[config.mk]
export PLATFORM = sky130hd
export DESIGN_NAME = conv_tile_top
export DESIGN_NICKNAME = d
export VERILOG_FILES = /design/src/tile_pkg.sv /design/src/conv_tile_top.sv /design/src/layer_cmd_decode.sv /design/src/tile_desc_gen.sv /design/src/tile_sequencer.sv /design/src/tile_walker.sv
export SDC_FILE = /design/constraint.sdc
export NUM_CORES = 1
export LEC_CHECK = 0
export ABC_AREA = 1
export BUFFER_PORTS_ARGS = -buffer_cell sky130_fd_sc_hd__buf_2
export CORE_MARGIN = 10
export CORE_UTILIZATION = 61
export DETAILED_ROUTE_END_ITERATION = 7
export PLACE_DENSITY_LB_ADDON = 0.25
export SLEW_MARGIN = 20
export SYNTH_ARGS = -nofsm -noshare
export SYNTH_HDL_FRONTEND = slang
export SYNTH_SLANG_ARGS = --single-unit
[constraint.sdc]
create_clock -name clk -period 7.7 [get_ports clk]
set_input_delay 1.54 -clock clk [delete_from_list [all_inputs] [get_ports clk]]
set_output_delay 1.54 -clock clk [all_outputs]
set_load 0.02 [all_outputs]
[src/tile_pkg.sv]
//********************
// tile control package
// layer shape, opcodes, states and the shared bus structs
//********************

package tile_pkg;

    // layer shape.
    localparam int N_OUT = 32;
    localparam int M_IN  = 32;
    localparam int R_IN  = 16;
    localparam int C_IN  = 16;
    localparam int TN    = 16;
    localparam int TM    = 16;
    localparam int TR    = 8;
    localparam int TC    = 8;
    localparam int K     = 3;
    localparam int S     = 1;

    // tiles overlap by K - S rows and columns.
    localparam int ROW_STEP = ((TR + S - K) / S) * S;
    localparam int COL_STEP = ((TC + S - K) / S) * S;
    localparam int R_OUT    = ((R_IN + S - K) / S) * S;
    localparam int C_OUT    = ((C_IN + S - K) / S) * S;

    localparam int TILE_CYCLES = 8; // stands in for the mac array.
    localparam int TILES_PER_LAYER = ((C_OUT + COL_STEP - 1) / COL_STEP) *
                                     ((R_OUT + ROW_STEP - 1) / ROW_STEP) *
                                     ((M_IN + TM - 1) / TM) *
                                     ((N_OUT + TN - 1) / TN);

    localparam int AW = 32; // word address width.
    localparam int CW = 8;  // tile coordinate width.

    typedef enum logic [1:0] {
        OP_SET_IN,
        OP_SET_W,
        OP_SET_OUT,
        OP_RUN
    } cmd_op_e;

    typedef enum logic [1:0] {
        ST_IDLE,
        ST_ISSUE,
        ST_COMPUTE
    } seq_state_e;

    typedef struct packed {
        cmd_op_e         op;
        logic [AW-1:0]   data;
    } cmd_t;

    typedef struct packed {
        logic [AW-1:0]   base_in;
        logic [AW-1:0]   base_w;
        logic [AW-1:0]   base_out;
    } layer_cfg_t;

    typedef struct packed {
        logic [CW-1:0]   n;
        logic [CW-1:0]   m;
        logic [CW-1:0]   row;
        logic [CW-1:0]   col;
    } tile_cord_t;

    typedef struct packed {
        logic [AW-1:0]   in_addr;
        logic [AW-1:0]   w_addr;
        logic [AW-1:0]   out_addr;
        logic            first_m; // clear the accumulator.
        logic            last;    // final tile of the layer.
    } tile_desc_t;

endpackage

[src/conv_tile_top.sv]
//********************
// conv tile control top
// command decode, tile sequencing and descriptor output
//********************

`timescale 1ns/1ns

module conv_tile_top (
    input  logic                 clk,
    input  logic                 rst,
    input  logic                 cmd_valid,
    input  tile_pkg::cmd_t       cmd,
    output logic                 busy,
    output tile_pkg::tile_desc_t desc,
    output logic                 desc_valid,
    output logic                 layer_done
);

    tile_pkg::layer_cfg_t cfg;
    tile_pkg::tile_cord_t cord;
    logic                 start;
    logic                 issue;
    logic                 is_last;

    layer_cmd_decode decode_i (
        .clk       (clk),
        .rst       (rst),
        .cmd_valid (cmd_valid),
        .cmd       (cmd),
        .busy      (busy),
        .cfg       (cfg),
        .start     (start)
    );

    tile_sequencer seq_i (
        .clk        (clk),
        .rst        (rst),
        .start      (start),
        .issue      (issue),
        .tile_done  (),
        .cord       (cord),
        .is_last    (is_last),
        .busy       (busy),
        .layer_done (layer_done)
    );

    tile_desc_gen desc_i (
        .clk        (clk),
        .rst        (rst),
        .issue      (issue),
        .cord       (cord),
        .is_last    (is_last),
        .cfg        (cfg),
        .desc       (desc),
        .desc_valid (desc_valid)
    );

endmodule

[src/layer_cmd_decode.sv]
//********************
// layer command decoder
// loads the base address registers and raises the run pulse
//********************

`timescale 1ns/1ns

module layer_cmd_decode (
    input  logic                 clk,
    input  logic                 rst,
    input  logic                 cmd_valid,
    input  tile_pkg::cmd_t       cmd,
    input  logic                 busy,
    output tile_pkg::layer_cfg_t cfg,
    output logic                 start
);

    logic cmd_take;

    // commands arriving during a layer are dropped.
    assign cmd_take = cmd_valid && !busy;

    always_ff @(posedge clk or posedge rst) begin
        if (rst) begin
            cfg   <= '0;
            start <= 1'b0;
        end else begin
            start <= 1'b0; // one cycle only.
            if (cmd_take) begin
                case (cmd.op)
                    tile_pkg::OP_SET_IN: begin
                        cfg.base_in <= cmd.data;
                    end
                    tile_pkg::OP_SET_W: begin
                        cfg.base_w <= cmd.data;
                    end
                    tile_pkg::OP_SET_OUT: begin
                        cfg.base_out <= cmd.data;
                    end
                    tile_pkg::OP_RUN: begin
                        start <= 1'b1; // data field unused.
                    end
                    default: begin
                        start <= 1'b0;
                    end
                endcase
            end
        end
    end

endmodule

[src/tile_desc_gen.sv]
//********************
// descriptor generator
// maps tile coordinates to word addresses for the dma
//********************

`timescale 1ns/1ns

module tile_desc_gen (
    input  logic                 clk,
    input  logic                 rst,
    input  logic                 issue,
    input  tile_pkg::tile_cord_t cord,
    input  logic                 is_last,
    input  tile_pkg::layer_cfg_t cfg,
    output tile_pkg::tile_desc_t desc,
    output logic                 desc_valid
);

    localparam int PAD = tile_pkg::AW - tile_pkg::CW;

    logic [tile_pkg::AW-1:0] n_ext;
    logic [tile_pkg::AW-1:0] m_ext;
    logic [tile_pkg::AW-1:0] row_ext;
    logic [tile_pkg::AW-1:0] col_ext;
    tile_pkg::tile_desc_t    desc_next;

    assign n_ext   = {{PAD{1'b0}}, cord.n};
    assign m_ext   = {{PAD{1'b0}}, cord.m};
    assign row_ext = {{PAD{1'b0}}, cord.row};
    assign col_ext = {{PAD{1'b0}}, cord.col};

    // input map is stored m, row, col.
    assign desc_next.in_addr  = cfg.base_in +
                                (m_ext * tile_pkg::R_IN + row_ext) * tile_pkg::C_IN + col_ext;
    // one k by k kernel per (n, m) pair.
    assign desc_next.w_addr   = cfg.base_w +
                                (n_ext * tile_pkg::M_IN + m_ext) * tile_pkg::K * tile_pkg::K;
    assign desc_next.out_addr = cfg.base_out +
                                (n_ext * tile_pkg::R_OUT + row_ext) * tile_pkg::C_OUT + col_ext;
    assign desc_next.first_m  = (cord.m == '0);
    assign desc_next.last     = is_last;

    always_ff @(posedge clk or posedge rst) begin
        if (rst) begin
            desc_valid <= 1'b0;
        end else begin
            desc_valid <= issue;
        end
    end

    always_ff @(posedge clk) begin
        if (issue) begin
            desc <= desc_next;
        end
    end

endmodule

[src/tile_sequencer.sv]
//********************
// tile sequencer
// issues one tile, waits the compute time, repeats to layer end
//********************

`timescale 1ns/1ns

module tile_sequencer (
    input  logic                 clk,
    input  logic                 rst,
    input  logic                 start,
    output logic                 issue,
    output logic                 tile_done,
    output tile_pkg::tile_cord_t cord,
    output logic                 is_last,
    output logic                 busy,
    output logic                 layer_done
);

    tile_pkg::seq_state_e state;
    logic [$clog2(tile_pkg::TILE_CYCLES)-1:0] cyc_cnt;

    tile_walker walker_i (
        .clk       (clk),
        .rst       (rst),
        .tile_done (tile_done),
        .cord      (cord),
        .is_last   (is_last)
    );

    assign issue      = (state == tile_pkg::ST_ISSUE);
    assign tile_done  = (state == tile_pkg::ST_COMPUTE) &&
                        (cyc_cnt == tile_pkg::TILE_CYCLES - 1);
    assign layer_done = tile_done && is_last; // is_last still shows the finished tile.
    assign busy       = (state != tile_pkg::ST_IDLE);

    always_ff @(posedge clk or posedge rst) begin
        if (rst) begin
            state   <= tile_pkg::ST_IDLE;
            cyc_cnt <= '0;
        end else begin
            case (state)
                tile_pkg::ST_IDLE: begin
                    if (start) begin
                        state <= tile_pkg::ST_ISSUE;
                    end
                end
                tile_pkg::ST_ISSUE: begin
                    cyc_cnt <= '0;
                    state   <= tile_pkg::ST_COMPUTE;
                end
                tile_pkg::ST_COMPUTE: begin
                    cyc_cnt <= cyc_cnt + 1'b1;
                    if (layer_done) begin
                        state <= tile_pkg::ST_IDLE;
                    end else if (tile_done) begin
                        state <= tile_pkg::ST_ISSUE;
                    end
                end
                default: begin
                    state <= tile_pkg::ST_IDLE;
                end
            endcase
        end
    end

endmodule

[src/tile_walker.sv]
//********************
// tile walker
// steps col, row, m and n tile bases on every finished tile
//********************

`timescale 1ns/1ns

module tile_walker (
    input  logic                 clk,
    input  logic                 rst,
    input  logic                 tile_done,
    output tile_pkg::tile_cord_t cord,
    output logic                 is_last
);

    logic [tile_pkg::CW-1:0] col_next;
    logic [tile_pkg::CW-1:0] row_next;
    logic [tile_pkg::CW-1:0] m_next;
    logic [tile_pkg::CW-1:0] n_next;
    logic                    last_col;
    logic                    last_row;
    logic                    last_m;
    logic                    last_n;

    assign col_next = cord.col + tile_pkg::COL_STEP[tile_pkg::CW-1:0];
    assign row_next = cord.row + tile_pkg::ROW_STEP[tile_pkg::CW-1:0];
    assign m_next   = cord.m + tile_pkg::TM[tile_pkg::CW-1:0];
    assign n_next   = cord.n + tile_pkg::TN[tile_pkg::CW-1:0];

    // a counter is on its last tile once one more step reaches the limit.
    assign last_col = (cord.col + tile_pkg::COL_STEP) >= tile_pkg::C_OUT;
    assign last_row = (cord.row + tile_pkg::ROW_STEP) >= tile_pkg::R_OUT;
    assign last_m   = (cord.m + tile_pkg::TM) >= tile_pkg::M_IN;
    assign last_n   = (cord.n + tile_pkg::TN) >= tile_pkg::N_OUT;

    assign is_last = last_col && last_row && last_m && last_n;

    // innermost loop is col, outermost is n.
    always_ff @(posedge clk or posedge rst) begin
        if (rst) begin
            cord <= '0;
        end else if (tile_done) begin
            cord.col <= last_col ? '0 : col_next;
            if (last_col) begin
                cord.row <= last_row ? '0 : row_next;
                if (last_row) begin
                    cord.m <= last_m ? '0 : m_next;
                    if (last_m) begin
                        cord.n <= last_n ? '0 : n_next; // wraps after the final tile.
                    end
                end
            end
        end
    end

endmodule
# --- After elaboration in Yosys (flattened, before gate mapping) ---
# Index checks and enable logic that the tools add are counted.
totals:
  register_bits: 233
  in_bits: 37
  output_inout_bits: 101
  elab_cells: 79
classes:
  n_addsub: 17
  multipliers: 4
  magnitude_cmp: 4
  eq_ne: 8
  mux: 11
  reduce_logical: 19
op_table:
  columns: ["operator", "n"]
  rows:
  - ["adder 32 bit", 3]
  - ["adder 32 x 8 -> 32 bit", 3]
  - ["multiplier 32 x 2 -> 32 bit, second input constant", 2]
  - ["multiplier 32 x 3 -> 31 bit, second input constant", 1]
  - ["2-to-1 mux 8 bit", 4]
  - ["adder 8 x 3 -> 9 bit, second input constant", 2]
  - ["adder 8 x 5 -> 9 bit, second input constant", 2]
  - [">= comparator 9 x 4 -> 1 bit, second input constant", 2]
  - [">= comparator 9 x 6 -> 1 bit, second input constant", 2]
  - ["adder 8 x 3 -> 8 bit, second input constant", 2]
  - ["adder 8 x 5 -> 8 bit, second input constant", 2]
  - ["adder 13 x 8 -> 14 bit", 1]
  - ["adder 12 x 8 -> 13 bit", 1]
  - ["multiplier 8 x 3 -> 11 bit, second input constant", 1]
  - ["AND reduction 2 bit", 5]
  - ["logical NOT 8 bit", 1]
  - ["== test 2 bit, second input constant", 3]
  - ["logical AND 1 bit", 6]
  - ["2-to-1 mux 2 bit", 3]
  - ["case mux 2 bit (3 select lines)", 1]
  - ["case mux 3 bit (2 select lines)", 1]
  - ["== test 2 x 1 -> 1 bit, second input constant", 2]
  - ["logical NOT 2 bit", 2]
  - ["AND reduction 4 bit", 1]
  - ["8 further kinds", 10]

# --- Depth between registers and ports, before layout ---
depth:
  word_depth: 8
  depth_mapped: 37
  ltp_nobuf: 37

# --- Hierarchy ---
# A second synthesis with hierarchy kept.
unflattened:
  hier_cells: 2074
  area_unflattened_um2: 16809.9
by_module_without_submodules:
  columns: ["module", "instances", "cells_each", "area_per_inst_um2", "seq_area_each_um2"]
  rows:
  - ["tile_desc_gen", 1, 1456, 11395.9, 2967.8]
  - ["layer_cmd_decode", 1, 426, 3844.9, 2427.3]
  - ["tile_walker", 1, 151, 1243.7, 550.5]
  - ["tile_sequencer", 1, 41, 325.3, 125.1]

# --- Worst setup path before layout ---
# OpenSTA, ideal clock, no wires.
synth_timing:
  path_type: "register to register"
  from: "register, netlist name seq_i.walker_i.cord[29]"
  to: "register, netlist name desc_i.desc[31]"
  setup_ns: 0.254
  t_arrival_ns: 5.098
  t_required_ns: 7.446
  setup_slack_ns: 2.349
  path_stages_with_launch: 31
  path_buffers: 1
  synth_period_minus_slack_ns: 5.351
  path_cell_list: "dfrtp_1 > fa_1 > ha_1 > clkbuf_1 > ha_1 > inv_1 > o21ai_2 > nand2_1 > nor2_2 > inv_1 > nand2_1 > nand2_1 > fa_1 > inv_1 > ha_1 > inv_1 > o21ai_0 > nand3_1 > nand4_1 > nand2_1 > inv_1 > o21ai_0 > nand2_1 > ha_1 > ha_1 > a21oi_1 > o21ai_0 > a21oi_1 > nand3_2 > a21oi_1 > nor2_1"

==> qor.yml <==
rows: 56
gp_congestion: 0.893
endpoint: "desc_i.desc[26]"
cp.buffers_inverters: 4
synthDistinctLibCells: 48
die_h_um: 174
yosysSeqAreaShare_pct: 42.0
clockBufferDepth: 3
fmaxAchievable_mhz: 169
cts_hold_buf: 0
ctsResizeCount: 0
grt_use_total_pct: 23.5
drive_gt1_share_pct: 13.9
setup_tns_ns: 0
dpl_cell_area_sq_um: 15500
cts-root-buf: "clkbuf_16"
grt_pass1_wl_mm: 58.2
crit_family: "adder cells"
regToRegEndpoint: "desc_i.desc[26]"
synthCells: 1684
p_sw_mw: 1.95
finalSetupViolCount: 0
period_needed_ns: 5.92
grt_pass1_vias: 11561
start_util_pct: 61.8
slew_viol_final: 0
worstSetupEndpointType: "register"
grt_antenna_before_repair: 1
worst_pin_slew_ns: 0.791
drc: 0
startpoint: "seq_i.walker_i.cord[29]"
slowest_stage: "dfrtp_1"
r2r_start: "seq_i.walker_i.cord[29]"
core_area_sq_um: 23400
cts.clk_slew.worst_paths_ns: 0.06
cp.arrival_ns: 6.20
fin_nets: 2023
p_int_mw: 3.05
die_w_um: 174
dp_hpwl_mm: 27.8
grt-ovfl-total: 0
p_clk_share_pct: 22.7
cp.depth: 27
combPwrFrac_pct: 34.6
p_seq_share_pct: 42.7
instances_no_fill: 2163
power_density_nw_per_um2: 306
crit_path_frequent_cell: "ha_1"
finalClockSkew_ns: 0.0211
h-tree-depth: 1
drv_cap: 0
status: "complete, no violations"
dpl_worst_slack_ns: 1.86
diodes: 0
antenna_left: 0
clk_latency_ns: 0.54
r2r_cells: 27
synth_warnings: 0
port_buffers: 137
ios: 138
cts.sinks: 223
swShare_pct: 39.0
post_cts_buffers: 0
place_inst: 2117
die-area_sq_um: 30300
path_max_fanout: 9
leakage_nw: 8.57
vias: 11489
ys_ff_latch: 223
final_hold_viol_count: 0
period_share_pct: 76.9
path_class: "reg2reg"
vdd_drop_max_mv: 0.307
r2r_slack_ns: 1.78
grt_max_degree: 79
drt_wl_total_mm: 35.2
rsz0062_at_grt: "no"
area.growth.synth_to_final_pct: 12.8
worst_slack_ns: 1.78
dr.first_iter.drc_count: 776
cts_tree: "done"
cts_made_buffers: 25
syn_area_sq_um: 14500
drt-pass1-iter-count: 5
avgSynthCellArea_sq_um: 8.59
fill_cells: 1964
design_area_sq_um: 16300
wl_per_cell_um: 16.3
cp-start-kind: "register"
hold_path_depth: 0
max_stage_delay_ns: 0.58
max-slew-margin-rel_pct: 47.3
via_per_inst: 5.31
hold_path_class: "reg2reg"
required_ns: 7.98
## routing by layer
metal	wire (um)	up-vias	global-route usage [%]
met5	0	-	0
met4	1030	0	7.48
met3	2170	47	3.92
met2	17000	300	40.1
met1	15100	5410	29.8
li1	-	5732	-
## power groups by stage
stage	Combinational [mW]	Sequential (mW)	Clock [mW]
2_1_floorplan	0.985	2.33	0
3_5_place_dp	1.74	2.15	0
3_3_place_gp	1.69	2.13	0
6_report	1.73	2.13	1.13
5_1_grt	1.97	2.19	1.20
4_1_cts	1.75	2.13	1.15
## placed cells by master, fill, tap and decap left out, drive strengths merged, types with 9 or more instances in the layout
master,synthesis,layout
buf,1,139
a21oi,82,82
xnor2,25,25
xor2,56,56
nor2,118,118
nand3b,9,9
dfrtp,125,125
conb,2,10
nand4,21,21
ha,126,126
clkbuf,31,33
edfxtp,98,98
nand2,432,432
o21ai,144,144
clkinv,2,10
nand3,79,79
nor3,17,17
inv,249,250
fa,35,35
## worst min-delay path by stage
stage | start | end | slack, ns
5_1_grt | decode_i.cfg[64] | desc_i.desc[66] | 0.47
2_1_floorplan | decode_i.cfg[0] | desc_i.desc[2] | 0.43
6_report | decode_i.cfg[33] | desc_i.desc[35] | 0.44
3_3_place_gp | decode_i.cfg[33] | desc_i.desc[35] | 0.44
4_1_cts | decode_i.cfg[33] | desc_i.desc[35] | 0.44
3_5_place_dp | decode_i.cfg[33] | desc_i.desc[35] | 0.43
## state kept, by name (all words and copies together) (netlist names)
name / flops
desc_i.desc: 98
seq_i.state: 2
seq_i.cyc_cnt: 3
desc_i.desc_valid: 1
decode_i.start: 1
decode_i.cfg: 96
seq_i.walker_i.cord: 22
## layout make-up
cell class,instances,area [sq um],share of cell area (%)
inverter,251,945,5.79
clock buffer,33,706,4.33
clock inverter,13,86.3,0.529
sequential,223,6070,37.2
tap,319,399,2.45
timing repair buffer,139,704,4.32
multi-input combinational,1185,7400,45.4
## metrics by stage
stage | hold slack, ns | total power [mW] | util [%]
after floorplan | 0.425 | 3.32 | -
after global placement | 0.436 | 3.82 | 66.2
after detailed placement | 0.430 | 3.88 | 66.2
after CTS | 0.445 | 5.03 | 69.6
after global routing | 0.473 | 5.36 | 69.7
final | 0.444 | 5.00 | 69.7
## synthesized netlist by cell type (all sizes together)
master | count | area share [%]
nand2 | 432 | 12
inv | 249 | 6.5
o21ai | 144 | 5.2
ha | 126 | 11
dfrtp | 125 | 22
nor2 | 118 | 3.3
edfxtp | 98 | 20
a21oi | 82 | 3.0
nand3 | 79 | 3.1
xor2 | 56 | 3.4
fa | 35 | 4.8
clkbuf | 31 | 0.80
xnor2 | 25 | 1.5
nand4 | 21 | 0.91
nor3 | 17 | 0.73
nand3b | 9 | 0.47
a21o | 7 | 0.37
o21bai | 5 | 0.36
or2 | 4 | 0.17
a21boi | 2 | 0.10
clkinv | 2 | 0.052
conb | 2 | 0.052
nor4 | 2 | 0.087
o211ai | 2 | 0.10
o21a | 2 | 0.10
o22ai | 2 | 0.087
a211o | 1 | 0.061
a31oi | 1 | 0.043
and2 | 1 | 0.043
and3 | 1 | 0.043
buf | 1 | 0.035
dlygate4sd1 | 1 | 0.061
nor3b | 1 | 0.052
## cell families after synthesis
family,count (synthesis),share of synthesized area (%)
AOI/OAI and AO/OA,248,9.45
xor gates and xnor gates,81,4.91
adders and majority gates,161,15.7
buffers and inverters,284,7.42
DFF,223,42.0
other,2,0.0519
and+or+nand+nor,685,20.4
(Power assumes the default switching activity.)
